`config.mk`:
```
export PLATFORM = sky130hd
export DESIGN_NAME = apb_bank_bridge
export DESIGN_NICKNAME = d
export VERILOG_FILES = /design/src/mem_region_pkg.sv /design/src/apb_bank_bridge.sv
export SDC_FILE = /design/constraint.sdc
export NUM_CORES = 1
export LEC_CHECK = 0
export BUFFER_PORTS_ARGS = -buffer_cell sky130_fd_sc_hd__clkbuf_2
export CORE_AREA = 2 2 85 87
export CTS_CLUSTER_SIZE = 25
export DETAILED_ROUTE_END_ITERATION = 10
export DIE_AREA = 0 0 87 89
export PLACE_DENSITY_LB_ADDON = 0.2
export SLEW_MARGIN = 20
export SYNTH_ARGS = -nofsm -noshare
export SYNTH_HDL_FRONTEND = slang
export SYNTH_SLANG_ARGS = --single-unit
export TNS_END_PERCENT = 5
```
`constraint.sdc`:
```
create_clock -name clk -period 2.1 [get_ports clk]
set_input_delay 0.21 -clock clk [delete_from_list [all_inputs] [get_ports clk]]
set_output_delay 0.21 -clock clk [all_outputs]
set_load 0.005 [all_outputs]
```
`src/mem_region_pkg.sv`:
```
//************************************************
// address map, widths and bank count of the local
// memory region; modules refer to these by scoped
// names
//************************************************

package mem_region_pkg;

  // word and byte-enable widths of core port, APB and banks
  localparam int DATA_W = 32;
  localparam int BE_W   = DATA_W / 8;

  // core port and paddr width
  localparam int ADDR_W = 32;

  // tag field that marks a local address
  localparam int          REGION_TAG_HI = 31;
  localparam int          REGION_TAG_LO = 20;
  localparam logic [11:0] REGION_TAG    = 12'h001;

  // bank organisation
  localparam int NUM_BANKS    = 2;
  localparam int BANK_WORDS   = 1024;
  localparam int BANK_AW      = 10;
  localparam int BANK_SEL_BIT = 12;

  // total bytes in the region for the APB range check
  localparam int unsigned REGION_BYTES = NUM_BANKS * BANK_WORDS * BE_W;

  // bank number
  typedef logic [0:0] bank_idx_t;

  // one data word
  typedef logic [DATA_W-1:0] word_t;

  // byte enables of one word
  typedef logic [BE_W-1:0] be_t;

  // word index inside a bank
  typedef logic [BANK_AW-1:0] word_addr_t;

endpackage
```
`src/apb_bank_bridge.sv`:
```
//************************************************
// APB slave for host access to the banks; in-range
// transfers take three cycles, out-of-range ones
// end with pslverr in the first access cycle
//************************************************

`timescale 1ns/10ps

module apb_bank_bridge (
  input  logic                                                          clk,
  input  logic                                                          rst_n,
  input  logic                                                          psel_i,
  input  logic                                                          penable_i,
  input  logic                                                          pwrite_i,
  input  logic [mem_region_pkg::ADDR_W-1:0]                             paddr_i,
  input  mem_region_pkg::word_t                                         pwdata_i,
  input  mem_region_pkg::be_t                                           pstrb_i,
  input  mem_region_pkg::word_t [mem_region_pkg::NUM_BANKS-1:0]         bank_rdata_i,
  output logic                                                          pready_o,
  output logic                                                          pslverr_o,
  output mem_region_pkg::word_t                                         prdata_o,
  output logic [mem_region_pkg::NUM_BANKS-1:0]                          host_req_o,
  output logic                                                          host_we_o,
  output mem_region_pkg::be_t                                           host_be_o,
  output mem_region_pkg::word_addr_t                                    host_addr_o,
  output mem_region_pkg::word_t                                         host_wdata_o
);

  logic                      first_access;
  logic                      in_range;
  logic                      pend_q;
  mem_region_pkg::bank_idx_t bank_sel;
  mem_region_pkg::bank_idx_t bank_q;

  // pend_q marks the second access cycle of an in-range transfer
  assign first_access = psel_i & penable_i & ~pend_q;
  assign in_range     = (paddr_i < mem_region_pkg::REGION_BYTES);
  assign bank_sel     = paddr_i[mem_region_pkg::BANK_SEL_BIT];

  always_comb begin
    host_req_o = '0;
    if (first_access && in_range) begin
      host_req_o[bank_sel] = 1'b1;
    end
  end

  // reads fetch the whole word
  assign host_we_o    = pwrite_i;
  assign host_be_o    = pwrite_i ? pstrb_i : '1;
  assign host_addr_o  = paddr_i[mem_region_pkg::BANK_SEL_BIT-1:2];
  assign host_wdata_o = pwdata_i;

  always_ff @(posedge clk or negedge rst_n) begin
    if (!rst_n) begin
      pend_q <= 1'b0;
      bank_q <= '0;
    end else begin
      pend_q <= first_access & in_range;
      if (first_access && in_range) begin
        bank_q <= bank_sel;
      end
    end
  end

  // completion and read data
  assign pready_o  = pend_q | (first_access & ~in_range);
  assign pslverr_o = first_access & ~in_range;
  assign prdata_o  = pend_q ? bank_rdata_i[bank_q] : '0;

  // every access cycle follows a cycle with psel set
  a_penable_needs_psel : assert property (
    @(posedge clk) disable iff (!rst_n)
    penable_i |-> psel_i && $past(psel_i)
  ) else $error("APB access cycle without setup");

endmodule

```
**Word level (Yosys, flattened, before mapping)**

Index checks and enable logic that the tools add are counted.

- Word-level logic and storage cells: 22
- Register bits after elaboration: 2
- Bits of input ports: 137
- Output and inout port bits: 83

- Mux-type cells: 7
- Bitwise logic cells: 7
- Reductions and logical operators: 2
- Order comparisons: 4

Operator list:

| operator | number |
|---|---|
| two-way mux 32 bit | 3 |
| < comparator 32 x 14 -> 1 bit (second input constant) | 1 |
| AND 1 bit | 4 |
| < comparator 1 x 2 -> 1 bit (second input constant) | 2 |
| two-way mux 4 bit | 1 |
| logical AND 1 bit | 2 |
| two-way mux 2 bit | 1 |
| inverter 1 bit | 2 |
| demux 1 bit (select 1 bit) | 1 |
| greater-or-equal comparator 1 bit (second input constant) | 1 |
| two-way mux 1 bit | 1 |
| OR 1 bit | 1 |

**Logic depth before layout (Yosys ltp)**

- Depth after elaboration: 5
- Mapped depth: 4
- Gate-level depth less buffers: 4

**Worst setup path after synthesis**

OpenSTA, ideal clock, no wires.

- Path type: in2reg
- Start point: input paddr_i[29] in the netlist's numbering
- End point: register bank_q
- Stages: 3
- Setup slack: 0.638 ns
- Data arrival time: 1.337 ns
- Buffers on the path: 0
- Cell sequence: or4_4 -> nor4_4 -> mux2_4

- Cells in the longest elaborated chain, start to end: 2

Ends and longest elaborated chain:

| element | RTL line | RTL |
|---|---|---|
| start, declared | apb_bank_bridge.sv:15 | `input logic [mem_region_pkg::ADDR_W-1:0] paddr_i,` |
| < comparator 32 x 14 -> 1 bit | apb_bank_bridge.sv:37 | `assign in_range = (paddr_i < mem_region_pkg::REGION_BYTES);` |
| logical AND 1 bit | apb_bank_bridge.sv:59 | `if (first_access && in_range) begin` |
| end signal, assigned | apb_bank_bridge.sv:60 | `bank_q <= bank_sel;` |
| end, declared | apb_bank_bridge.sv:33 | `mem_region_pkg::bank_idx_t bank_q;` |

Every way passes these cells.
A chain may end at the register's enable or synchronous reset.

**Worst setup path in the final report**

- Start point: register pend_q
- End point: output host_req_o[0] in the netlist's numbering

- Cells in the longest elaborated chain, start to end: 4

Ends and longest elaborated chain:

| element | RTL line | RTL |
|---|---|---|
| start, declared | apb_bank_bridge.sv:31 | `logic pend_q;` |
| start signal, assigned | apb_bank_bridge.sv:58 | `pend_q <= first_access & in_range;` |
| inverter 1 bit | apb_bank_bridge.sv:36 | `assign first_access = psel_i & penable_i & ~pend_q;` |
| AND 1 bit | apb_bank_bridge.sv:36 |  |
| logical AND 1 bit | apb_bank_bridge.sv:42 | `if (first_access && in_range) begin` |
| two-way mux 2 bit | apb_bank_bridge.sv:42 |  |
| end, declared | apb_bank_bridge.sv:22 | `output logic [mem_region_pkg::NUM_BANKS-1:0] host_req_o,` |

Every way passes these cells.

==> impl_results.md <==
- Wire length of the first global-routing pass: 4.24 mm
- Period utilisation layout: 80.4%
- TritonCTS Buffers: 3
- Fraction of layout cells with a size suffix above 1: 63.4%
- Routed Antenna Nets: 0
- Core Area: 6720 sq um
- Crit start category: flop
- Leakage: 0.803 nW
- Final routed DRC violation total: 0
- CTS Sinks: 2
- Synthesized area per cell: 7.93 sq um
- Mapped Nets: 271
- Cell variety after synth: 18
- Max-cap viol count: 0
- Die Wd: 87 um
- Reg-to-reg slack, setup: 680 ps
- Fin area: 1560 sq um
- Slew @ Worst Pin: 375 ps
- Worst hold path class: input pin to flop
- Yosys reg bits: 2
- Post-CTS sizing: 0
- Final Util: 23.2%
- Crit. End Element: output pin
- Critical path fanouts, max: 4
- Share of the synthesized area in the top cell type: 30.4%
- Final Hold Viols: 0
- Final worst path period need: 1690 ps
- Layout Nets: 362
- Initial Util: 15.8%
- Initial antenna violation count: 0
- DP Area: 1500 sq um
- # placed instances: 299
- Die Area: 7740 sq um
- CTS root buf: clkbuf_8
- Seq/Total Area, Yosys: 4.71%
- Stages on worst setup path: 4
- Fin cells: 304
- Total grt overflow: 0
- Hpwl dp: 2.57 mm
- Status: finished, final reports clean
- Starting DRT DRC Count: 13
- Register-to-Register Path Depth: 3
- P&R area growth vs syn: 46.8%
- Vias in the first global route: 1021
- Post-Syn Instances: 134
- Ys Warns: 0
- Final setup fails: 0
- Pin count of the biggest net entering global routing: 34
- CP Cell Sequence: nand3b_1, nor4_4, nor2b_1, clkbuf_2
- RSZ-0062 raised after global routing: false
- CP max stage cell: nor4_4
- Reg-to-Reg Start: pend_q
- IO buf count: 133
- CP Capture Point: host_req_o[0]
- Slew HR: 75.0%
- Fmax: 0.592 GHz
- CTS tree: built
- Data arrival, critical path: 1480 ps
- Post-CTS Setup Inserts: 0
- Post-cts hold buffer count: 1
- CTS H-tree lvls: 1
- Wire per inst: 9.97 um
- Routed wire length: 3.03 mm
- Worst-Skew Late Latency: 210 ps
- Critical path's top delay family: simple AND/OR/NAND/NOR gates
- N_diodes: 0
- Clock skew: 6.75 ps
- Io pins: 220
- Worst EP required: 1890 ps
- Setup tns final: 0 ps
- Crit path buffers/inverters: 1
- Detailed-route via count: 1176
- Vias per cell: 3.87
- End of the worst register-to-register path: bank_q
- Max IR drop VDD: 0.0742 mV
- Row cnt: 30
- Worst setup path startpoint: pend_q
- Synthesized area: 1060 sq um
- Max Transition Viols Final: 0
- Area contributors post-synth: buf_4, mux2i_1, nor2b_1
- Global Route Usage Sum: 6.65%
- Crit Path Class: flop to output pin
- Max stage delay on crit path: 380 ps
- Detailed Routing Iterations Pass 1: 2
- Clock tree buffer depth: 2
- Die H: 89 um
- Pwr per Cell Area: 206 nW/um^2
- Clk slew on worst S/H paths: 30 ps
- Placer Congestion: 0.613
- Leading area contributor after synthesis: buf_4
-- flip-flops by register name, indices dropped and copies added, names as in the netlist --
signal / flops
bank_q: 1
pend_q: 1
-- cells in the final DEF (no fill, tap or decap), drive strengths merged --
cell	synthesis	layout
nor2	1	1
nor4	4	4
nand2b	4	4
or3	1	1
mux2	1	1
dfrtp	2	2
clkbuf	4	137
nor3	1	1
nand3b	1	1
or4	1	1
mux2i	32	32
and2	1	1
nand3	1	1
buf	46	2
o21bai	1	1
dlygate4sd3	0	1
nor2b	33	33
-- logic make-up after synthesis --
family | after synthesis | share of synthesized area [%]
buffers and inverters | 50 | 33.2
multiplexers | 33 | 31.6
flip-flops | 2 | 4.71
AO/OA/AOI/OAI | 1 | 0.707
AND/OR/NAND/NOR | 48 | 29.8
-- cell usage after synthesis --
cell type  instances
nor4_1             3
nand3_1            1
clkbuf_1           4
buf_4             43
and2_1             1
or3_1              1
nor4_4             1
nand2b_1           4
nor2b_1           33
nor3_1             1
mux2_4             1
mux2i_1           32
dfrtp_1            2
buf_2              3
nand3b_1           1
o21bai_1           1
nor2_1             1
or4_4              1
-- power by group --
group / leakage [nW] / switching (mW) / internal [mW]
combinational: 0.754 / 0.0390 / 0.0812
sequential: 0.0263 / 0.00000322 / 0.0388
clock: 0.0228 / 0.0326 / 0.129
-- per-layer routing --
metal	vias up	wire length (um)	GRT usage (%)	share of wire (%)
li1	583	-	-	-
met1	485	1080	6.86	36
met2	98	1480	11.9	49
met3	10	414	2.22	14
met4	0	59	3.55	1.9
met5	-	0	0	0
-- metrics by stage --
step / hold WS [ps] / setup slack [ps] / power, mW
global route: 273 / 312 / 0.346
finish: 260 / 412 / 0.321
global placement: 0.794 / 389 / 0.157
floorplan: -85.6 / 638 / 0.133
CTS: 260 / 386 / 0.328
detailed placement: -1.68 / 421 / 0.159
-- final cells by class --
class / count / area, sq um
Clock buffer: 4 / 45.0
Fill cell: 768 / 5160
Multi-Input combinational cell: 82 / 659
Sequential cell: 2 / 51.3
Tap cell: 80 / 100
Timing Repair Buffer: 136 / 703
-- worst min-delay path by stage --
stage                           start     end  slack, ps  cells after the start
after floorplan                 rst_n  bank_q        -90                      0
after global placement          rst_n  pend_q        0.8                      1
after detailed placement        rst_n  pend_q         -2                      1
after CTS                 paddr_i[12]  bank_q        260                      2
after global routing      paddr_i[12]  bank_q        270                      2
final                     paddr_i[12]  bank_q        260                      2
Note: power is estimated with default switching activity, not from simulation.
