==> src/mem_region_pkg.sv <==
//************************************************
// address map, widths and bank count of the local
// memory region; modules refer to these by scoped
// names
//************************************************

package mem_region_pkg;

  // word and byte-enable widths of core port, APB and banks
  localparam int DATA_W = 32;
  localparam int BE_W   = DATA_W / 8;

  // core port and paddr width
  localparam int ADDR_W = 32;

  // tag field that marks a local address
  localparam int          REGION_TAG_HI = 31;
  localparam int          REGION_TAG_LO = 20;
  localparam logic [11:0] REGION_TAG    = 12'h001;

  // bank organisation
  localparam int NUM_BANKS    = 2;
  localparam int BANK_WORDS   = 1024;
  localparam int BANK_AW      = 10;
  localparam int BANK_SEL_BIT = 12;

  // total bytes in the region for the APB range check
  localparam int unsigned REGION_BYTES = NUM_BANKS * BANK_WORDS * BE_W;

  // bank number
  typedef logic [0:0] bank_idx_t;

  // one data word
  typedef logic [DATA_W-1:0] word_t;

  // byte enables of one word
  typedef logic [BE_W-1:0] be_t;

  // word index inside a bank
  typedef logic [BANK_AW-1:0] word_addr_t;

endpackage
==> src/lsu_req_decoder.sv <==
//************************************************
// core load/store request decoder; steers a request
// to its bank or grants it at once on the error path
//************************************************

`timescale 1ns/10ps

module lsu_req_decoder (
  input  logic                                      clk,
  input  logic                                      rst_n,
  input  logic                                      lsu_req_i,
  input  logic                                      lsu_we_i,
  input  logic [mem_region_pkg::ADDR_W-1:0]         lsu_addr_i,
  input  mem_region_pkg::be_t                       lsu_be_i,
  input  mem_region_pkg::word_t                     lsu_wdata_i,
  input  logic [mem_region_pkg::NUM_BANKS-1:0]      bank_gnt_i,
  output logic                                      lsu_gnt_o,
  output logic [mem_region_pkg::NUM_BANKS-1:0]      bank_req_o,
  output logic                                      bank_we_o,
  output mem_region_pkg::be_t                       bank_be_o,
  output mem_region_pkg::word_addr_t                bank_addr_o,
  output mem_region_pkg::word_t                     bank_wdata_o,
  output logic                                      err_grant_o
);

  logic                      in_region;
  mem_region_pkg::bank_idx_t bank_sel;

  // tag compare and bank pick
  assign in_region = (lsu_addr_i[mem_region_pkg::REGION_TAG_HI:mem_region_pkg::REGION_TAG_LO]
                      == mem_region_pkg::REGION_TAG);
  assign bank_sel  = lsu_addr_i[mem_region_pkg::BANK_SEL_BIT];

  always_comb begin
    bank_req_o = '0;
    if (lsu_req_i && in_region) begin
      bank_req_o[bank_sel] = 1'b1;
    end
  end

  // payload is shared by both banks and only the request is steered
  assign bank_we_o    = lsu_we_i;
  assign bank_be_o    = lsu_be_i;
  assign bank_addr_o  = lsu_addr_i[mem_region_pkg::BANK_SEL_BIT-1:2];
  assign bank_wdata_o = lsu_wdata_i;

  // outside the region the error path never stalls
  assign lsu_gnt_o   = in_region ? bank_gnt_i[bank_sel] : lsu_req_i;
  assign err_grant_o = lsu_req_i & ~in_region;

  // a stalled request stays up with the same address
  a_req_held_until_gnt : assert property (
    @(posedge clk) disable iff (!rst_n)
    lsu_req_i && !lsu_gnt_o |=> lsu_req_i && $stable(lsu_addr_i)
  ) else $error("core request dropped or moved before its grant");

endmodule

==> config.mk <==
export PLATFORM = sky130hd
export DESIGN_NAME = lsu_req_decoder
export DESIGN_NICKNAME = d
export VERILOG_FILES = /design/src/mem_region_pkg.sv /design/src/lsu_req_decoder.sv
export SDC_FILE = /design/constraint.sdc
export NUM_CORES = 1
export LEC_CHECK = 0
export ABC_CLOCK_PERIOD_IN_PS = 900
export BUFFER_PORTS_ARGS = -buffer_cell sky130_fd_sc_hd__buf_2
export CAP_MARGIN = 20
export CORE_ASPECT_RATIO = 1.4
export CORE_MARGIN = 1
export CORE_UTILIZATION = 19
export DETAILED_ROUTE_END_ITERATION = 6
export GPL_TIMING_DRIVEN = 0
export PLACE_DENSITY = 0.8
export SLEW_MARGIN = 20
export SYNTH_ARGS = -nofsm -noshare
export SYNTH_HDL_FRONTEND = slang
export SYNTH_SLANG_ARGS = --single-unit
export TNS_END_PERCENT = 5
==> constraint.sdc <==
create_clock -name vclk -period 0.9
set_input_delay 0.18 -clock vclk [all_inputs]
set_output_delay 0.18 -clock vclk [all_outputs]
set_load 0.005 [all_outputs]
* After elaboration in Yosys (flattened, before gate mapping)
Index checks and enable logic that the tools add are counted.
** Cells by class
- $add $sub $neg :: 0
- Multiplexer cells :: 6
- $mul :: 0
- Reductions and logical operators :: 2
- Equality and inequality tests :: 1
- Divide/modulo/power cells :: 0
- Order comparisons :: 2
- Bitwise gates (word level) :: 2
- Shift-type cells :: 0
** Operators with widths (count)
- $eq 12x1->1 const B :: 1
- $mux 1 :: 4
- $logic_and 1x1->1 :: 2
- $lt 1x2->1 const B :: 1
- $mux 2 :: 1
- $and 1x1->1 :: 1
- $demux 1 s1 :: 1
- $ge 1x1->1 const B :: 1
- $not 1->1 :: 1
** Word-level totals
- Memories kept :: 0
- Latch bits :: 0
- RAM bits :: 0
- ROM bits :: 0
- Bits of input ports :: 74
- Bits in registers :: 0

* Longest topological paths before layout
Gate-level depths: netlist of the first run.
- Depth in word-level cells :: 5
- Gate-level depth with buffers :: 3
- Mapped depth without buffers :: 3

* Least setup slack after synthesis of the first run
No wires, ideal clock.
- Path kind :: input-to-output
- Start :: in lsu_addr_i[28] (netlist name)
- End :: out lsu_gnt_o
- Required time :: 0.720 ns
- Cell stages on the path :: 3
- Slack :: -0.070 ns
- Path buffers :: 0
- Arrival time :: 0.790 ns
- Cells stage by stage :: nor4_2 > a31oi_1 > o21bai_1
** Between the ends
- Word-level cells in the longest chain between the ends :: 2
** Ends and longest elaborated chain
- from (decl) :: line lsu_req_decoder.sv:13 : input logic [mem_region_pkg::ADDR_W-1:0] lsu_addr_i,
- $eq 12x1->1 :: line lsu_req_decoder.sv:31 : == mem_region_pkg::REGION_TAG);
- $mux 1 :: line lsu_req_decoder.sv:48 : assign lsu_gnt_o = in_region ? bank_gnt_i[bank_sel] : lsu_req_i;
- to (decl) :: line lsu_req_decoder.sv:17 : output logic lsu_gnt_o,
Every way passes these cells.

* Worst setup path in the final report of the first run
- Start :: in lsu_addr_i[21] (netlist name)
- End :: out lsu_gnt_o
Same word-level chain as after synthesis.

==> results of run 1 <==
## worst max-delay path: stages
cell,delay (ns)
sky130_fd_sc_hd__buf_6,0.10
sky130_fd_sc_hd__nor4_4,0.29
sky130_fd_sc_hd__a31oi_1,0.14
sky130_fd_sc_hd__o21bai_1,0.17
sky130_fd_sc_hd__buf_2,0.13
## through the flow
stage | setup WS (ns) | hold WS, ns
floorplan | -0.0452 | 0.394
global route | -0.343 | 0.528
detailed placement | -0.325 | 0.526
CTS | -0.294 | 0.526
finish | -0.295 | 0.525
global placement | -0.287 | 0.525
## report_power, final
group	internal [W]	switching, W	leakage [nW]
logic	0.000250	0.000109	0.540
registers	0	0	0
clock network	0	0	0
total	0.000250	0.000109	0.540
## Yosys cell counts (all sizes together)
| library cell | number |
|---|---|
| a31oi | 1 |
| buf | 47 |
| inv | 2 |
| mux2i | 1 |
| nand3 | 1 |
| nor3 | 2 |
| nor4 | 2 |
| nor4b | 1 |
| o21bai | 1 |
## layer usage
layer / up-vias / track usage / wire (µm)
met2: 84 / 0.221 / 800
met4: 0 / 0 / 0
li1: 272 / - / -
met1: 243 / 0.0727 / 301
met3: 0 / 0.00305 / 311
met5: - / 0 / 0
## kinds of logic after synthesis
logic type             after synthesis  synth area share
and+or+nand+nor                      6             0.142
muxes                                1            0.0223
buffers and inverters               49             0.804
AOI/OAI and AO/OA                    2            0.0307
## layout by cell type (no fill, tap or decap)
master                     instances
sky130_fd_sc_hd__mux2i_1           1
sky130_fd_sc_hd__nor4b_4           1
sky130_fd_sc_hd__o21bai_1          1
sky130_fd_sc_hd__buf_2            62
sky130_fd_sc_hd__inv_1             2
sky130_fd_sc_hd__buf_4            47
sky130_fd_sc_hd__nand3_2           1
sky130_fd_sc_hd__buf_6             5
sky130_fd_sc_hd__nor3_2            2
sky130_fd_sc_hd__nor4_4            2
sky130_fd_sc_hd__a31oi_1           1
## how the worst max path moves through the flow
stage / start / endpoint / slack, ns
floorplan: lsu_addr_i[24] / lsu_gnt_o / -0.05
global placement: lsu_addr_i[24] / lsu_gnt_o / -0.29
detailed placement: lsu_addr_i[28] / lsu_gnt_o / -0.33
CTS: lsu_addr_i[21] / lsu_gnt_o / -0.29
global route: lsu_addr_i[27] / lsu_gnt_o / -0.34
finish: lsu_addr_i[21] / lsu_gnt_o / -0.30
## cell type report
type | instances | share of cell area
well taps | 22 | 0.0315
inverters | 2 | 0.00858
repair buffers | 67 | 0.419
plain buffers | 47 | 0.403
multi-input cells | 9 | 0.137
## timing repair
action / CTS / global route
gates resized for setup: 5 / 3
pin swaps: 5 / 4
endpoints found under the setup margin: 4 / 4
==> reports/qor.log, run 1 <==
qor: min_path.worst_hold_path.endpoint bank_wdata_o[27]
qor: run.cap_viol_max_count 0
qor: detailed_routing.first_pass_drt_iterations 2
qor: detailed_routing.wl_per_cell 9.61 µm
qor: pwr.ir_drop 0.000221 V
qor: worst_setup_path.crit_path_start_kind primary input
qor: detailed_routing.drt.antenna.violating_nets 0
qor: cells_and_area.area.sequential 0 µm²
qor: grt.grt_max_degree 4
qor: cells_and_area.fin_area 875 µm²
qor: die.io_pins 125
qor: status.violations negative setup slack
qor: placed_design.dpl-instance-area 828 µm²
qor: status.outcome finished with violations
qor: die.placement_rows 20
qor: synth.synth_cell_types 9
qor: cells_and_area.antenna_cells_inserted 0
qor: detailed_routing.routed_wl 1410 µm
qor: die.floorplan.initialDensity 0.203
qor: placed_design.hpwlAfterDp 1330 µm
qor: synth.cell_accounting_for_the_most_synthesized_area sky130_fd_sc_hd__buf_4
qor: cells_and_area.fill_cells 239
qor: timing.period_share 1.33
qor: timing.setup_viol 4
qor: grt.antenna_found_initial 0
qor: die.core_region_area 0.00220 mm²
qor: timing.rsz0062_at_grt yes
qor: die.floorplan.die_area 0.00256 mm²
qor: timing.setup_slack -0.295 ns
qor: worst_setup_path.critPathRequiredTime 0.72 ns
qor: worst_setup_path.timing_worst_setup_path_type primary input to primary output
qor: clock_tree.cts_hold_repair.buffers 0
qor: synth.syn-cell-area 448 µm²
qor: cells_and_area.nNetsFinal 201
qor: timing.timing.max_slew.rel_slack 0.840
qor: min_path.worstHoldPathCells 2
qor: worst_setup_path.path_max_fanout 2
qor: cells_and_area.layoutNonFillerInstCount 147
qor: cells_and_area.multiInputGateArea 120 µm²
qor: cells_and_area.fraction_of_final_layout_cells_with_drive_strength_greater_than_1 0.960
qor: synth.yosysWarningCount 0
qor: synth.syn-num-nets 132
qor: min_path.min-delay-path-class primary input to primary output
qor: synth.ranking_of_synthesized_cells_by_area sky130_fd_sc_hd__buf_4, sky130_fd_sc_hd__nor4_2, sky130_fd_sc_hd__nor4b_4, sky130_fd_sc_hd__mux2i_1, sky130_fd_sc_hd__nor3_1
qor: worst_setup_path.timing.critical_path.arrival 1.02 ns
qor: placed_design.io_buffer_count 67
qor: timing.finalHoldViolCount 0
qor: timing.timing.fmax 0.837 GHz
qor: detailed_routing.dr.first_iter.drc_count 1
qor: timing.fin_crit 1.20 ns
qor: pwr.design_power_total 0.000359 W
qor: timing.max_transition_viols_final 0
qor: timing.timing.setup.tns -0.922 ns
qor: synth.seq_area_frac_synth 0
qor: cells_and_area.layout.clock_buffers 0
qor: min_path.min-delay-start lsu_wdata_i[27]
qor: die.die_width 43.0 µm
qor: detailed_routing.detail_route.drc_violations 0
qor: grt.first_global_vias 463
qor: grt.grt_overflow 0
qor: timing.worst-slew-pin-transition 0.238 ns
qor: pwr.p_leak 0.540 nW
qor: grt.grtUsageTotal 0.0885
qor: synth.syn_area_per_cell 7.72 µm²
qor: detailed_routing.vias 599
qor: placed_design.finalWeightedCongestion 0.676
qor: pwr.pwrdens 411 mW/mm²
qor: grt.grt_first_pass_wirelength 1790 µm
qor: synth.synthDominantCellAreaShare 0.788
qor: cells_and_area.finalCoreUtilization 0.397
qor: clock_tree.postCtsSetupBuffers 0
qor: detailed_routing.avgViaCountPerCell 4.07
qor: cells_and_area.areaGrowthSynthToFinish 95.3%
qor: die.die_height 59.5 µm
qor: synth.syn-instance-count 58
qor: worst_setup_path.cp-end-kind primary output
qor: cells_and_area.numSequentialCells 0
qor: placed_design.place.detailed.instances 147
No activity file was read; power rests on OpenSTA's default activity.
==> run 2: changes to the inputs <==
- PLACE_DENSITY: 0.8 -> unset
- PLACE_DENSITY_LB_ADDON: unset -> 0.3
- TNS_END_PERCENT: 5 -> 10
==> run 2 against run 1 <==
Net effect:
- the run still ends with negative setup slack left
- wire length shrank 14%
- non-clock buffer count is the same
- global-route usage shrank 1.7 points
- sequential cell count is the same
- worst hold slack is essentially flat
- combinational power shrank 2%
- cell area shrank 0.72%
- count of clock-buffer cells in the layout is the same
- sequential share of layout area is the same
- first-iteration DRC count shrank 100%
- critical path depth is the same
- power shrank 2.2%
- largest cell class unchanged
==> reports/qor.log, run 2 (synthesis results as in run 1) <==
qor: status.outcome finished with violations [unchanged]
qor: status.violations negative setup slack [unchanged]
qor: pwr.ir_drop 0.000186 V [was 0.000221 V]
qor: worst_setup_path.critPathRequiredTime 0.72 ns [about the same]
qor: cells_and_area.nNetsFinal 201 [unchanged]
qor: timing.setup_slack -0.330 ns [was -0.295 ns]
qor: timing.max_transition_viols_final 0 [unchanged]
qor: timing.timing.fmax 0.813 GHz [was 0.837 GHz]
qor: timing.worst-slew-pin-transition 0.267 ns [was 0.238 ns]
qor: grt.grt_max_degree 4 [unchanged]
qor: placed_design.place_worst_setup_slack -0.387 ns [was -0.325 ns]
qor: run.cap_viol_max_count 0 [unchanged]
qor: cells_and_area.layout.clock_buffers 0 [unchanged]
qor: timing.timing.max_slew.rel_slack 0.821 [was 0.840]
qor: detailed_routing.avgViaCountPerCell 3.80 [was 4.07]
qor: worst_setup_path.crit_chain buf_2, nor4_4, nand3_2, o21bai_1, buf_2 [was buf_6, nor4_4, a31oi_1, o21bai_1, buf_2]
qor: grt.grt_overflow 0 [unchanged]
qor: cells_and_area.finalCoreUtilization 0.394 [was 0.397]
qor: detailed_routing.first_pass_drt_iterations 1 [was 2]
qor: cells_and_area.layout_commonest_cell sky130_fd_sc_hd__buf_2 [unchanged]
qor: timing.rsz0062_at_grt yes [unchanged]
qor: worst_setup_path.path_max_fanout 3 [was 2]
qor: worst_setup_path.timing_worst_setup_path_type primary input to primary output [unchanged]
qor: timing.timing.setup.tns -1.12 ns [was -0.922 ns]
qor: timing.fin_crit 1.23 ns [was 1.20 ns]
qor: timing.finalHoldViolCount 0 [unchanged]
qor: grt.antenna_found_initial 0 [unchanged]
qor: detailed_routing.drt.antenna.violating_nets 0 [unchanged]
qor: worst_setup_path.cp-end-kind primary output [unchanged]
qor: grt.grt_first_pass_wirelength 1520 µm [was 1790 µm]
qor: detailed_routing.vias 558 [was 599]
qor: min_path.min-delay-start lsu_wdata_i[29] [was lsu_wdata_i[27]]
qor: detailed_routing.routed_wl 1210 µm [was 1410 µm]
qor: die.die_width 43.0 µm [unchanged]
qor: cells_and_area.fill_cells 228 [was 239]
qor: pwr.p_leak 0.538 nW [was 0.540 nW]
qor: placed_design.finalWeightedCongestion 0.676 [about the same]
qor: cells_and_area.fraction_of_final_layout_cells_with_drive_strength_greater_than_1 0.960 [unchanged]
qor: worst_setup_path.cpLargestDelayFamily simple AND/OR/NAND/NOR gates [was compound AO/OA/AOI/OAI gates]
qor: timing.period_share 1.37 [was 1.33]
qor: worst_setup_path.timing.critical_path.arrival 1.05 ns [was 1.02 ns]
qor: die.core_region_area 0.00220 mm² [unchanged]
qor: grt.first_global_vias 396 [was 463]
qor: min_path.min-delay-path-class primary input to primary output [unchanged]
qor: timing.setup_viol 4 [unchanged]
qor: detailed_routing.detail_route.drc_violations 0 [unchanged]
qor: die.floorplan.die_area 0.00256 mm² [unchanged]
qor: cells_and_area.area.sequential 0 µm² [unchanged]
qor: placed_design.io_buffer_count 67 [unchanged]
qor: cells_and_area.areaGrowthSynthToFinish 93.9% [was 95.3%]
qor: die.placement_rows 20 [unchanged]
qor: cells_and_area.most-common-layout-cells sky130_fd_sc_hd__buf_2, sky130_fd_sc_hd__buf_4, sky130_fd_sc_hd__buf_6 [unchanged]
qor: placed_design.hpwlAfterDp 1090 µm [was 1330 µm]
qor: min_path.worstHoldPathCells 2 [unchanged]
qor: die.die_height 59.5 µm [unchanged]
qor: worst_setup_path.cp_num_buf_inv 2 [unchanged]
qor: worst_setup_path.crit_path_start_kind primary input [unchanged]
qor: grt.grtUsageTotal 0.0718 [was 0.0885]
qor: pwr.pwrdens 405 mW/mm² [was 411 mW/mm²]
qor: cells_and_area.numSequentialCells 0 [unchanged]
qor: min_path.worst_hold_path.endpoint bank_wdata_o[29] [was bank_wdata_o[27]]
qor: worst_setup_path.worst_path_largest_cell_delay 0.30 ns [was 0.29 ns]
qor: detailed_routing.wl_per_cell 8.23 µm [was 9.61 µm]
qor: die.floorplan.initialDensity 0.203 [unchanged]
qor: detailed_routing.dr.first_iter.drc_count 0 [was 1]
qor: die.io_pins 125 [unchanged]
qor: clock_tree.cts_hold_repair.buffers 0 [unchanged]
qor: worst_setup_path.worst_path_most_repeated_cell sky130_fd_sc_hd__buf_2
qor: cells_and_area.antenna_cells_inserted 0 [unchanged]
qor: worst_setup_path.worst_path_max_delay_cell sky130_fd_sc_hd__nor4_4 [unchanged]
==> run 2: cell counts in the layout (fill, tap and decap cells not counted) <==
Identical to the previous run, type by type.
==> run 2: cell type report <==
cell class	instances	area (µm²)	share of cell area
Timing Repair Buffer	67	360	0.415
Inverter	2	7.51	0.00865
Tap cell	22	27.5	0.0317
Buffer	47	353	0.406
Multi-Input combinational cell	9	120	0.138
==> run 2: through the flow <==
step	cells	hold WS, ns	instance area (µm²)	total power, W
global placement	147	0.526	828	0.000338
floorplan	58	0.394	465	0.000189
detailed placement	147	0.526	828	0.000342
global route	147	0.528	868	0.000382
CTS	147	0.526	857	0.000352
finish	147	0.525	868	0.000352
==> run 2: how the worst max path moves through the flow <==
stage                              start       endpoint  depth (start not counted)
after floorplan           lsu_addr_i[24]      lsu_gnt_o                          3
after global placement    lsu_addr_i[23]  bank_req_o[1]                          5
after detailed placement  lsu_addr_i[23]  bank_req_o[1]                          5
after CTS                 lsu_addr_i[26]      lsu_gnt_o                          5
after global routing      lsu_addr_i[29]      lsu_gnt_o                          5
final                     lsu_addr_i[28]      lsu_gnt_o                          5
==> run 2: timing repair <==
item | CTS | global route
buffers inserted | 0 | 0
pin swaps | 4 | 0
resized for setup | 5 | 2
setup endpoints to repair | 4 | 4
==> run 2: routing by layer <==
metal / up-vias / part of all wire / global-route usage
li1: 272 / - / -
met1: 213 / 0.24 / 0.0709
met2: 73 / 0.55 / 0.160
met3: 0 / 0.21 / 0.00915
met4: 0 / 0 / 0
met5: - / 0 / 0
==> run 2: report_power, final <==
part           switching, W  leakage, nW  internal (W)
registers                 0            0             0
logic              0.000104        0.538      0.000247
clock network             0            0             0
