<file path="src/mem_region_pkg.sv">
//************************************************
// address map, widths and bank count of the local
// memory region; modules refer to these by scoped
// names
//************************************************

package mem_region_pkg;

  // word and byte-enable widths of core port, APB and banks
  localparam int DATA_W = 32;
  localparam int BE_W   = DATA_W / 8;

  // core port and paddr width
  localparam int ADDR_W = 32;

  // tag field that marks a local address
  localparam int          REGION_TAG_HI = 31;
  localparam int          REGION_TAG_LO = 20;
  localparam logic [11:0] REGION_TAG    = 12'h001;

  // bank organisation
  localparam int NUM_BANKS    = 2;
  localparam int BANK_WORDS   = 1024;
  localparam int BANK_AW      = 10;
  localparam int BANK_SEL_BIT = 12;

  // total bytes in the region for the APB range check
  localparam int unsigned REGION_BYTES = NUM_BANKS * BANK_WORDS * BE_W;

  // bank number
  typedef logic [0:0] bank_idx_t;

  // one data word
  typedef logic [DATA_W-1:0] word_t;

  // byte enables of one word
  typedef logic [BE_W-1:0] be_t;

  // word index inside a bank
  typedef logic [BANK_AW-1:0] word_addr_t;

endpackage
</file>
<file path="src/lsu_resp_merger.sv">
//************************************************
// merges bank responses and the error response back
// onto the core response channel
//************************************************

`timescale 1ns/10ps

module lsu_resp_merger (
  input  logic                                                  clk,
  input  logic                                                  rst_n,
  input  logic [mem_region_pkg::NUM_BANKS-1:0]                  bank_rvalid_i,
  input  mem_region_pkg::word_t [mem_region_pkg::NUM_BANKS-1:0] bank_rdata_i,
  input  logic                                                  err_grant_i,
  output logic                                                  lsu_rvalid_o,
  output logic                                                  lsu_err_o,
  output mem_region_pkg::word_t                                 lsu_rdata_o
);

  logic err_q;

  // error response lands one cycle after its grant as a bank response does
  always_ff @(posedge clk or negedge rst_n) begin
    if (!rst_n) begin
      err_q <= 1'b0;
    end else begin
      err_q <= err_grant_i;
    end
  end

  assign lsu_rvalid_o = (|bank_rvalid_i) | err_q;
  assign lsu_err_o    = err_q;

  // zero data unless a bank answers
  always_comb begin
    lsu_rdata_o = '0;
    for (int b = 0; b < mem_region_pkg::NUM_BANKS; b++) begin
      if (bank_rvalid_i[b]) begin
        lsu_rdata_o = bank_rdata_i[b];
      end
    end
  end

  // banks and error path never answer together
  a_single_resp_source : assert property (
    @(posedge clk) disable iff (!rst_n)
    $onehot0({bank_rvalid_i, err_q})
  ) else $error("more than one response source active");

endmodule

</file>
<file path="config.mk">
export PLATFORM = sky130hd
export DESIGN_NAME = lsu_resp_merger
export DESIGN_NICKNAME = d
export VERILOG_FILES = /design/src/mem_region_pkg.sv /design/src/lsu_resp_merger.sv
export SDC_FILE = /design/constraint.sdc
export NUM_CORES = 1
export LEC_CHECK = 0
export ABC_AREA = 1
export CAP_MARGIN = 15
export CORE_AREA = 2 2 39 41
export CTS_CLUSTER_SIZE = 14
export DETAILED_ROUTE_END_ITERATION = 10
export DIE_AREA = 0 0 41 43
export DONT_BUFFER_PORTS = 1
export GPL_TIMING_DRIVEN = 0
export SLEW_MARGIN = 20
export SYNTH_ARGS = -nofsm -noshare
export SYNTH_HDL_FRONTEND = slang
export SYNTH_SLANG_ARGS = --single-unit
</file>
<file path="constraint.sdc">
create_clock -name clk -period 0.8 [get_ports clk]
set_clock_uncertainty 0.05 [all_clocks]
set_input_delay 0.12 -clock clk [delete_from_list [all_inputs] [get_ports clk]]
set_output_delay 0.12 -clock clk [all_outputs]
set_load 0.01 [all_outputs]
</file>
=== Word-level counts from Yosys, hierarchy flattened ===
Cells that the tools add are included.

* Bits in registers: 1
* Latch bits: 0
* Bits in writable memories: 0
* Memory bits (read-only): 0
* Input bits: 69
* Output and inout bits: 34
* Word-level logic and storage cells: 5
* Memories: 0

* $add $sub $neg: 0
* $mul: 0
* Div/mod/pow operators: 0
* Order comparisons: 0
* Equality and inequality tests: 0
* Shift operators: 0
* Multiplexer cells: 2
* Bitwise gates (word level): 1
* Reduce and logical (&&, ||, !) cells: 1

{| class="wikitable"
|+ Operator list
! operator !! count
|-
| $mux 32 || 2
|-
| $reduce_or 2->1 || 1
|-
| $or 1x1->1 || 1
|}

=== Logic depth before layout (Yosys ltp) ===
Gate-level depths: netlist (run 1).

* Depth in word-level cells: 2
* Gate-level depth with buffers: 5
* Mapped depth without buffers: 3

=== Least setup slack after synthesis (run 1) ===
OpenSTA, ideal clock, no wires.

* Path type: input to output
* Start: in bank_rvalid_i[1] in the netlist's numbering
* End: out lsu_rdata_o[21]
* Data arrival time: 0.571 ns
* Data required time: 0.630 ns
* Setup slack: 0.059 ns
* Cell stages on the path: 5
* Path through: buf_6 > inv_8 > buf_12 > nand3_2 > nand2_1

* Longest elaborated chain between the ends: 1

{| class="wikitable"
|+ Ends and longest elaborated chain
! what !! RTL line !! text
|-
| start: declaration || lsu_resp_merger.sv:11 || <nowiki>input logic [mem_region_pkg::NUM_BANKS-1:0] bank_rvalid_i,</nowiki>
|-
| $mux 32 || lsu_resp_merger.sv:37 || <nowiki>if (bank_rvalid_i[b]) begin</nowiki>
|-
| end: declaration || lsu_resp_merger.sv:16 || <nowiki>output mem_region_pkg::word_t lsu_rdata_o</nowiki>
|}

Every way passes these cells.

=== Worst setup path after layout (run 1) ===
* Start: in bank_rvalid_i[1] in the netlist's numbering
* End: out lsu_rdata_o[14]

The elaborated chain is that of the path after synthesis.

==> summary.md, run 1 <==
| Metric | Value |
|---|---|
| Outcome | `completed` |
| Port bufs | `0` |
| Vias/cell | `5.423` |
| NumNets Final | `185` |
| Syn_area_per_cell | `5.613 um2` |
| Pleak | `0.0003982 uW` |
| Period utilisation layout | `99.97%` |
| Core Footprint | `1384 um2` |
| Routed WL | `1.580 mm` |
| Unique masters post-synth | `10` |
| Max reg flops | `1` |
| Slew @ Worst Pin | `0.1284 ns` |
| Initial core utilization | `45.03%` |
| Startpoint Class | `input pin` |
| Initial antenna violation count | `0` |
| Vias in the first global route | `452` |
| Commonest non-fill, non-tap cell in the layout | `nand2_1` |
| RSZ-0062 raised after global routing | `true` |
| Arrival time worst endpoint | `0.63 ns` |
| Synth top area cells | `nand2_1, nand3_1, nand3_2, buf_6, buf_8` |
| WP data required | `0.63 ns` |
| P per Cell Area | `616.0 nW/um2` |
| GRT Total Usage | `13.31%` |
| Setup Crit Path Kind | `input pin to output pin` |
| Clk pin slew, worst setup/hold paths | `0 ns` |
| Min cycle time layout | `0.7998 ns` |
| CP endpoint kind | `output pin` |
| Die ar. | `1763 um2` |
| Final setup vio count | `0` |
| Synthesis-to-layout area growth | `21.29%` |
| Hold Fails Final Rpt | `0` |
| Most frequent cells in the layout | `nand2_1, nand3_1, nand3_2` |
| Rows | `14` |
| Initial DRT Pass Iterations | `4` |
| Avg WL per Cell | `12.15 um` |
| Vert. Die Dim | `43 um` |
| Post-Syn Area | `623.1 um2` |
| Share of the synthesized area in the top cell type | `39.16%` |
| DRC viols | `0` |
| Crit Path Max Fanout | `6` |
| Worst setup path endpoint | `lsu_rdata_o[14]` |
| Setup TNS | `0 ns` |
| Register bit total from synthesis | `1` |
| Achievable Freq | `1250 MHz` |
| Synth warn | `0` |
| Final Max Slew Viols | `0` |
| Worst Setup SP | `bank_rvalid_i[1]` |
| Pin count of the biggest net entering global routing | `11` |
| Syn Nets | `180` |
| Fillers | `144` |
| Worst rel slew slack | `91.44%` |
| Hold Slack | `0.1014 ns` |
| Synthesized instance count | `111` |
| Post-placement worst setup slack | `0.004612 ns` |
| Dpl hpwl | `1.205 mm` |
| I/O Pins | `103` |
| ANT cells | `0` |
| Register area | `25.02 um2` |
| Aggregate global routing overflow | `0` |
| Vias | `705` |
| Area used by multi-input combinational logic | `510.5 um2` |
| Final ANT Viol Nets | `0` |
| Starting DRT DRC Count | `6` |
| Die Span X | `41 um` |
| Worst vdd ir | `0.0004501 V` |
| Layout cells sized above 1 | `35.96%` |
| Routability cong. | `0.6221` |
| First-pass GRT wire length | `1.814 mm` |
| Worst setup margin | `0.0002452 ns` |
| Sequential share of the synthesized area | `4.016%` |
| Area leader, netlist | `nand2_1` |
| HP Class | `input pin to flop` |
| Count of maximum capacitance violations | `0` |
| Tot Pwr | `465.6 uW` |
-- worst max-delay path, cell delays in order --
cell and delay, ns:
buf_12 0.12, clkinv_8 0.06, clkbuf_16 0.13, nand3_1 0.08, nand2_2 0.11
-- worst min path at each step --
stage	slack, ns	startpoint	end	cells past startpoint
after floorplan	-0.23	rst_n	lsu_err_o	0
after global placement	-0.23	rst_n	lsu_err_o	0
after detailed placement	-0.23	rst_n	lsu_err_o	0
after CTS	0.10	err_grant_i	lsu_err_o	0
after global routing	0.10	err_grant_i	lsu_err_o	0
final	0.10	err_grant_i	lsu_err_o	0
-- cell usage after synthesis --
library cell	instances
nand2_1	65
buf_6	5
buf_12	1
buf_8	2
nand3_2	10
nor2_1	1
inv_8	1
nand3_1	22
dfrtp_1	1
buf_4	3
-- cell families after synthesis --
family / count (synthesis) / share of synthesized area [%]
buf+inv: 12 / 22.49
flops: 1 / 4.015
simple gates: 98 / 73.49
-- through the flow --
stage / instance area, um2 / utilization (%) / cells
5_1_grt: 755.7 / 54.61 / 130
6_report: 755.7 / 54.61 / 130
3_5_place_dp: 643.1 / 46.47 / 127
2_1_floorplan: 623.1 / - / 111
3_3_place_gp: 643.1 / 46.47 / 127
4_1_cts: 653.1 / 47.20 / 128
-- power breakdown --
group | switching (uW) | leakage, uW | internal [uW]
Combinational | 245 | 0.000387 | 163
Sequential | 2.72 | 0.0000117 | 54.1
Clock | 0 | 0 | 0
-- metal layers --
metal  GRT usage [%]  part of all wire [%]  up-vias
met5               0                     0        -
met1           16.88                    37      288
met2           23.75                    50       54
met3           1.047                    13        0
met4           1.333                     0        0
li1                -                     -      363
-- repair_timing --
item	in CTS	in global routing
setup buffers	0	1
setup endpoints to repair	0	29
hold buffers	1	0
gates resized for setup	0	21
endpoints found under the hold margin	1	0
-- area by class of cell --
cell class,count,area share [%]
repair buffers,3,5.629
flip-flops and latches,1,3.311
multi-input cells,98,67.55
inverters,1,2.152
well taps,16,2.649
plain buffers,11,18.71
(Power assumes the default switching activity.)
==> inputs of run 2 (changes only) <==
--- a/config.mk
+++ b/config.mk
@@ -6,6 +6,7 @@
 export NUM_CORES = 1
 export LEC_CHECK = 0
 export ABC_AREA = 1
+export ABC_CLOCK_PERIOD_IN_PS = 820
 export CAP_MARGIN = 15
 export CORE_AREA = 2 2 39 41
 export CTS_CLUSTER_SIZE = 14
@@ -13,6 +14,7 @@
 export DIE_AREA = 0 0 41 43
 export DONT_BUFFER_PORTS = 1
 export GPL_TIMING_DRIVEN = 0
+export SETUP_SLACK_MARGIN = 0.1
 export SLEW_MARGIN = 20
 export SYNTH_ARGS = -nofsm -noshare
 export SYNTH_HDL_FRONTEND = slang
==> constraint.sdc (replaced) <==
create_clock -name clk -period 0.82 [get_ports clk]
set_clock_uncertainty 0.05 [all_clocks]
set_input_delay 0.123 -clock clk [delete_from_list [all_inputs] [get_ports clk]]
set_output_delay 0.123 -clock clk [all_outputs]
set_load 0.01 [all_outputs]
==> run 2 against run 1 <==
Net effect: setup slack better by 0.034 ns; wire length up 9.1%; worst hold slack better by 0.0030 ns; global-route usage up 1.1 points; final cell count up 1.5%; sequential power down 2%; core utilization up 11 points; critical path depth unchanged; design area up 21%; largest power group unchanged.
==> summary.md, run 2 (synthesis gave the netlist of run 1 again) <==
| Metric | Value |
|---|---|
| Max reg flops | `1 (unchanged)` |
| Count of maximum capacitance violations | `0 (unchanged)` |
| Aggregate global routing overflow | `0 (unchanged)` |
| Routability cong. | `0.6506 (+4.6%)` |
| CP max stage cell | `clkbuf_16` |
| Commonest non-fill, non-tap cell in the layout | `nand2_1` |
| Hold Slack | `0.1044 ns (+0.003003 ns)` |
| Avg WL per Cell | `13.05 um (+7.4%)` |
| Min cycle time layout | `0.7856 ns` |
| Slew @ Worst Pin | `0.1344 ns (+0.005945 ns)` |
| I/O Pins | `103 (unchanged)` |
| NumNets Final | `187 (+1.1%)` |
| Core Footprint | `1384 um2 (unchanged)` |
| Clk pin slew, worst setup/hold paths | `0 ns (unchanged)` |
| Dpl hpwl | `1.285 mm (+6.6%)` |
| RSZ-0062 raised after global routing | `true` |
| Startpoint Class | `input pin` |
| Achievable Freq | `1273 MHz` |
| ANT cells | `0 (unchanged)` |
| First-pass GRT wire length | `1.918 mm (+5.7%)` |
| Layout cells sized above 1 | `60.34% (+24 points)` |
| CP endpoint kind | `output pin` |
| Port bufs | `0 (unchanged)` |
| HP Class | `input pin to flop` |
| Final setup vio count | `0 (unchanged)` |
| DRC viols | `0 (unchanged)` |
| Initial core utilization | `45.03% (unchanged)` |
| Worst path cell trace | `buf_12 -> clkinv_8 -> clkbuf_16 -> nand3_2 -> nand2_2` |
| Final Max Slew Viols | `0 (unchanged)` |
| Vias in the first global route | `446 (-1.3%)` |
| Worst vdd ir | `0.0004427 V (-1.6%)` |
| Pleak | `0.0004291 uW (+7.7%)` |
| Arrival time worst endpoint | `0.61 ns (-0.02 ns)` |
| Period utilisation layout | `95.80%` |
| Crit Path Max Fanout | `7 (+1)` |
| Synthesis-to-layout area growth | `46.59%` |
| WP data required | `0.65 ns (+0.02 ns)` |
| Die Span X | `41 um (unchanged)` |
| Setup TNS | `0 ns (unchanged)` |
| Vert. Die Dim | `43 um (unchanged)` |
| Rows | `14 (unchanged)` |
| Outcome | `completed` |
| Hold Fails Final Rpt | `0 (unchanged)` |
| Pin count of the biggest net entering global routing | `11 (unchanged)` |
| Starting DRT DRC Count | `4 (-2)` |
| Most frequent cells in the layout | `nand2_1, nand2_2, nand3_2` |
| Vias | `707 (+0.28%)` |
| Worst rel slew slack | `91.04% (-0.40 points)` |
| Crit path largest cell delay | `0.14 ns (about the same)` |
| Final ANT Viol Nets | `0 (unchanged)` |
| Setup Crit Path Kind | `input pin to output pin` |
| Initial antenna violation count | `0 (unchanged)` |
| Vias/cell | `5.356 (-1.2%)` |
| Die ar. | `1763 um2 (unchanged)` |
| Routed WL | `1.723 mm (+9.1%)` |
| Initial DRT Pass Iterations | `4 (unchanged)` |
| GRT Total Usage | `14.40% (+1.1 points)` |
| P per Cell Area | `572.9 nW/um2 (-7.0%)` |
-- run 2: per-layer routing --
metal / up-vias / part of all wire, % / GRT usage (%)
met4: 0 / 0 / 0
met2: 54 / 52 / 28.44
met5: - / 0 / 0
met3: 0 / 13 / 0
met1: 288 / 35 / 16.83
li1: 365 / - / -
-- run 2: final timing paths --
kind / from / to / slack, ns / depth (start not counted)
setup / recovery: bank_rvalid_i[1] / lsu_rdata_o[15] / 0.03 / 5
hold / removal: err_grant_i / lsu_err_o / 0.10 / 0
max in group asynchronous: rst_n / lsu_err_o / 0.32 / 1
min in group asynchronous: rst_n / lsu_err_o / 0.29 / 1
-- run 2: cell type report --
class	instances	area, um2
inverters	1	16.27
fillers	124	470.5
repair buffers	5	75.07
well taps	16	20.02
flip-flops and latches	1	25.02
plain buffers	11	148.9
multi-input cells	98	628.1
-- run 2: through the flow --
| stage | instances | setup slack, ns | utilization [%] | total power, uW | area [um2] |
|---|---|---|---|---|---|
| after floorplan | 111 | 0.07946 | - | 416.9 | 714.4 |
| after global placement | 127 | 0.04141 | 53.07 | 450.6 | 734.5 |
| after detailed placement | 127 | 0.03159 | 53.07 | 455.6 | 734.5 |
| after CTS | 128 | 0.03118 | 53.80 | 460.4 | 744.5 |
| after global routing | 132 | 0.002298 | 66.00 | 567.4 | 913.4 |
| final | 132 | 0.03444 | 66.00 | 523.2 | 913.4 |
-- run 2: repair_timing --
action | 4_1_cts | 5_1_grt
endpoints found under the hold margin | 1 | 0
cloned | 0 | 2
pin swaps | 1 | 12
setup endpoints to repair | 30 | 31
hold buffers | 1 | 0
buffers inserted | 0 | 2
resized for setup | 0 | 21
-- run 2: critical path, delay by kind of cell --
kind          cells  cell delay, ns
buf+inv           3            0.33
simple gates      2            0.15
-- run 2: report_power, final --
part / internal (uW) / switching (uW) / total [uW]
sequential: 52.8 / 2.80 / 55.6
clock: 0 / 0 / 0
combinational: 197 / 270 / 468
==> inputs of run 3 (changes only) <==
--- a/config.mk
+++ b/config.mk
@@ -6,7 +6,7 @@
 export NUM_CORES = 1
 export LEC_CHECK = 0
 export ABC_AREA = 1
-export ABC_CLOCK_PERIOD_IN_PS = 820
+export ABC_CLOCK_PERIOD_IN_PS = 850
 export CAP_MARGIN = 15
 export CORE_AREA = 2 2 39 41
 export CTS_CLUSTER_SIZE = 14
@@ -14,7 +14,7 @@
 export DIE_AREA = 0 0 41 43
 export DONT_BUFFER_PORTS = 1
 export GPL_TIMING_DRIVEN = 0
-export SETUP_SLACK_MARGIN = 0.1
+export SETUP_SLACK_MARGIN = 0.4
 export SLEW_MARGIN = 20
 export SYNTH_ARGS = -nofsm -noshare
 export SYNTH_HDL_FRONTEND = slang
==> constraint.sdc (replaced) <==
create_clock -name clk -period 0.85 [get_ports clk]
set_clock_uncertainty 0.05 [all_clocks]
set_input_delay 0.1275 -clock clk [delete_from_list [all_inputs] [get_ports clk]]
set_output_delay 0.1275 -clock clk [all_outputs]
set_load 0.01 [all_outputs]
==> run 3 against run 2 <==
Net effect: the flow now finishes with violations (negative hold slack); via count increased by 6.1%; core utilization increased by 2.5 points; sequential power down 1%.
==> summary.md, run 3 (synthesis gave the netlist of run 1 again) <==
| Metric | Value |
|---|---|
| Commonest non-fill, non-tap cell in the layout | `nand2_2` |
| DRC viols | `0 (unchanged)` |
| Sw Ratio | `52.37% (+0.17 points)` |
| Slew @ Worst Pin | `0.1864 ns (+0.05205 ns)` |
| Rows | `14 (unchanged)` |
| Startpoint Class | `input pin` |
| RSZ-0062 raised after global routing | `true` |
| Power Internal | `253.5 uW (+1.4%)` |
| Hold Fails Final Rpt | `1 (+1)` |
| Sw power | `278.7 uW (+2.1%)` |
| Layout cells sized above 1 | `66.38% (+6.0 points)` |
| Most frequent cells in the layout | `nand2_2, nand2_1, nand3_2` |
| Tot Pwr | `532.3 uW (+1.7%)` |
| Max reg flops | `1 (unchanged)` |
| Failing checks | `negative hold slack` |
| Setup Crit Path Kind | `input pin to output pin` |
| Gate power share | `89.7% (+0.3 points)` |
| Crit path largest cell delay | `0.14 ns (about the same)` |
| Register share of total power | `10.3% (-0.3 points)` |
| Avg WL per Cell | `14.13 um (+8.2%)` |
| Dpl hpwl | `1.315 mm (+2.4%)` |
| Hold Slack | `-0.2181 ns (-0.3226 ns)` |
| Vias in the first global route | `493 (+11%)` |
| WP data required | `0.67 ns (+0.02 ns)` |
| Synthesis-to-layout area growth | `52.21%` |
| Initial DRT Pass Iterations | `3 (-1)` |
| Worst vdd ir | `0.0004258 V (-3.8%)` |
| Vias/cell | `5.682 (+6.1%)` |
| Vias | `750 (+6.1%)` |
| HP Class | `input pin to async pin` |
| Worst path cell trace | `buf_12 -> inv_16 -> clkbuf_16 -> nand3_2 -> nand2_2` |
| Min cycle time layout | `0.7996 ns` |
| Pleak | `0.0004400 uW (+2.5%)` |
| Setup TNS | `0 ns (unchanged)` |
| P per Cell Area | `561.2 nW/um2 (-2.0%)` |
| Starting DRT DRC Count | `3 (-1)` |
| NumNets Final | `187 (unchanged)` |
| Initial antenna violation count | `0 (unchanged)` |
| Die ar. | `1763 um2 (unchanged)` |
| Achievable Freq | `1251 MHz` |
| Port bufs | `0 (unchanged)` |
| Final Max Slew Viols | `0 (unchanged)` |
| CP max stage cell | `clkbuf_16` |
| Core Footprint | `1384 um2 (unchanged)` |
| CP endpoint kind | `output pin` |
| Aggregate global routing overflow | `0 (unchanged)` |
| Final ANT Viol Nets | `0 (unchanged)` |
| Vert. Die Dim | `43 um (unchanged)` |
| GRT Total Usage | `15.62% (+1.2 points)` |
| Fillers | `104 (-16%)` |
| Initial core utilization | `45.03% (unchanged)` |
| Crit Path Max Fanout | `7 (unchanged)` |
| Clk pin slew, worst setup/hold paths | `0 ns (unchanged)` |
| Crit path max-delay family | `buffers and inverters` |
| First-pass GRT wire length | `2.083 mm (+8.6%)` |
| Outcome | `complete, but fails checks` |
| Final setup vio count | `0 (unchanged)` |
| Clock Power Share | `0% (unchanged)` |
| Area after DPL | `749.5 um2 (+2.0%)` |
| Final Instance Area | `948.4 um2 (+3.8%)` |
| Period utilisation layout | `94.07%` |
| WP buf/inv | `3 (unchanged)` |
| Routability cong. | `0.6084 (-6.5%)` |
| Arrival time worst endpoint | `0.62 ns (about the same)` |
| Count of maximum capacitance violations | `0 (unchanged)` |
| ANT cells | `0 (unchanged)` |
| Worst rel slew slack | `87.57% (-3.5 points)` |
| Die Span X | `41 um (unchanged)` |
| I/O Pins | `103 (unchanged)` |
| Routed WL | `1.865 mm (+8.2%)` |
| Pin count of the biggest net entering global routing | `11 (unchanged)` |
==> run 3: power groups by stage <==
stage	Clock, uW	Combinational [uW]	Sequential, uW
detailed placement	0	393	53.5
global route	0	518	54.9
global placement	0	387	53.6
floorplan	0	355	53.4
CTS	0	425	54.0
finish	0	477	54.9
==> run 3: final cells by class <==
cell class	instances	area, um2	share of cell area [%]
plain buffers	11	145.1	15.30
repair buffers	5	92.59	9.763
flip-flops and latches	1	25.02	2.639
well taps	16	20.02	2.111
multi-input cells	98	645.6	68.07
inverters	1	20.02	2.111
==> run 3: layer usage <==
metal  share of wire, %  vias to the layer above  track usage, %
met2                 52                       53           28.44
met3                 12                        0               0
li1                   -                      367               -
met5                  0                        -               0
met4                  0                        0               0
met1                 36                      330           20.70
==> run 3: repair_timing <==
action,in CTS,in global routing
resized for setup,6,17
pin swaps,3,16
cloned,1,2
hold endpoints to repair,1,1
buffers inserted,2,0
setup endpoints to repair,34,34
==> run 3: metrics by stage <==
stage	util, %	setup slack (ns)	instances	hold slack [ns]
after floorplan	-	0.1007	111	-0.2181
after global placement	54.16	0.06051	127	-0.2181
after detailed placement	54.16	0.05234	127	-0.2181
after CTS	58.59	0.05364	130	-0.2181
after global routing	68.54	0.02499	132	-0.2182
final	68.54	0.05039	132	-0.2181
==> run 3: final timing paths <==
| path | to | startpoint | cells after the start | slack, ns |
|---|---|---|---|---|
| max | lsu_rdata_o[5] | bank_rvalid_i[1] | 5 | 0.05 |
| min | lsu_err_o | rst_n | 0 | -0.22 |
| max in group asynchronous | lsu_err_o | rst_n | 0 | 0.90 |
| min in group clk | lsu_err_o | err_grant_i | 0 | 0.11 |
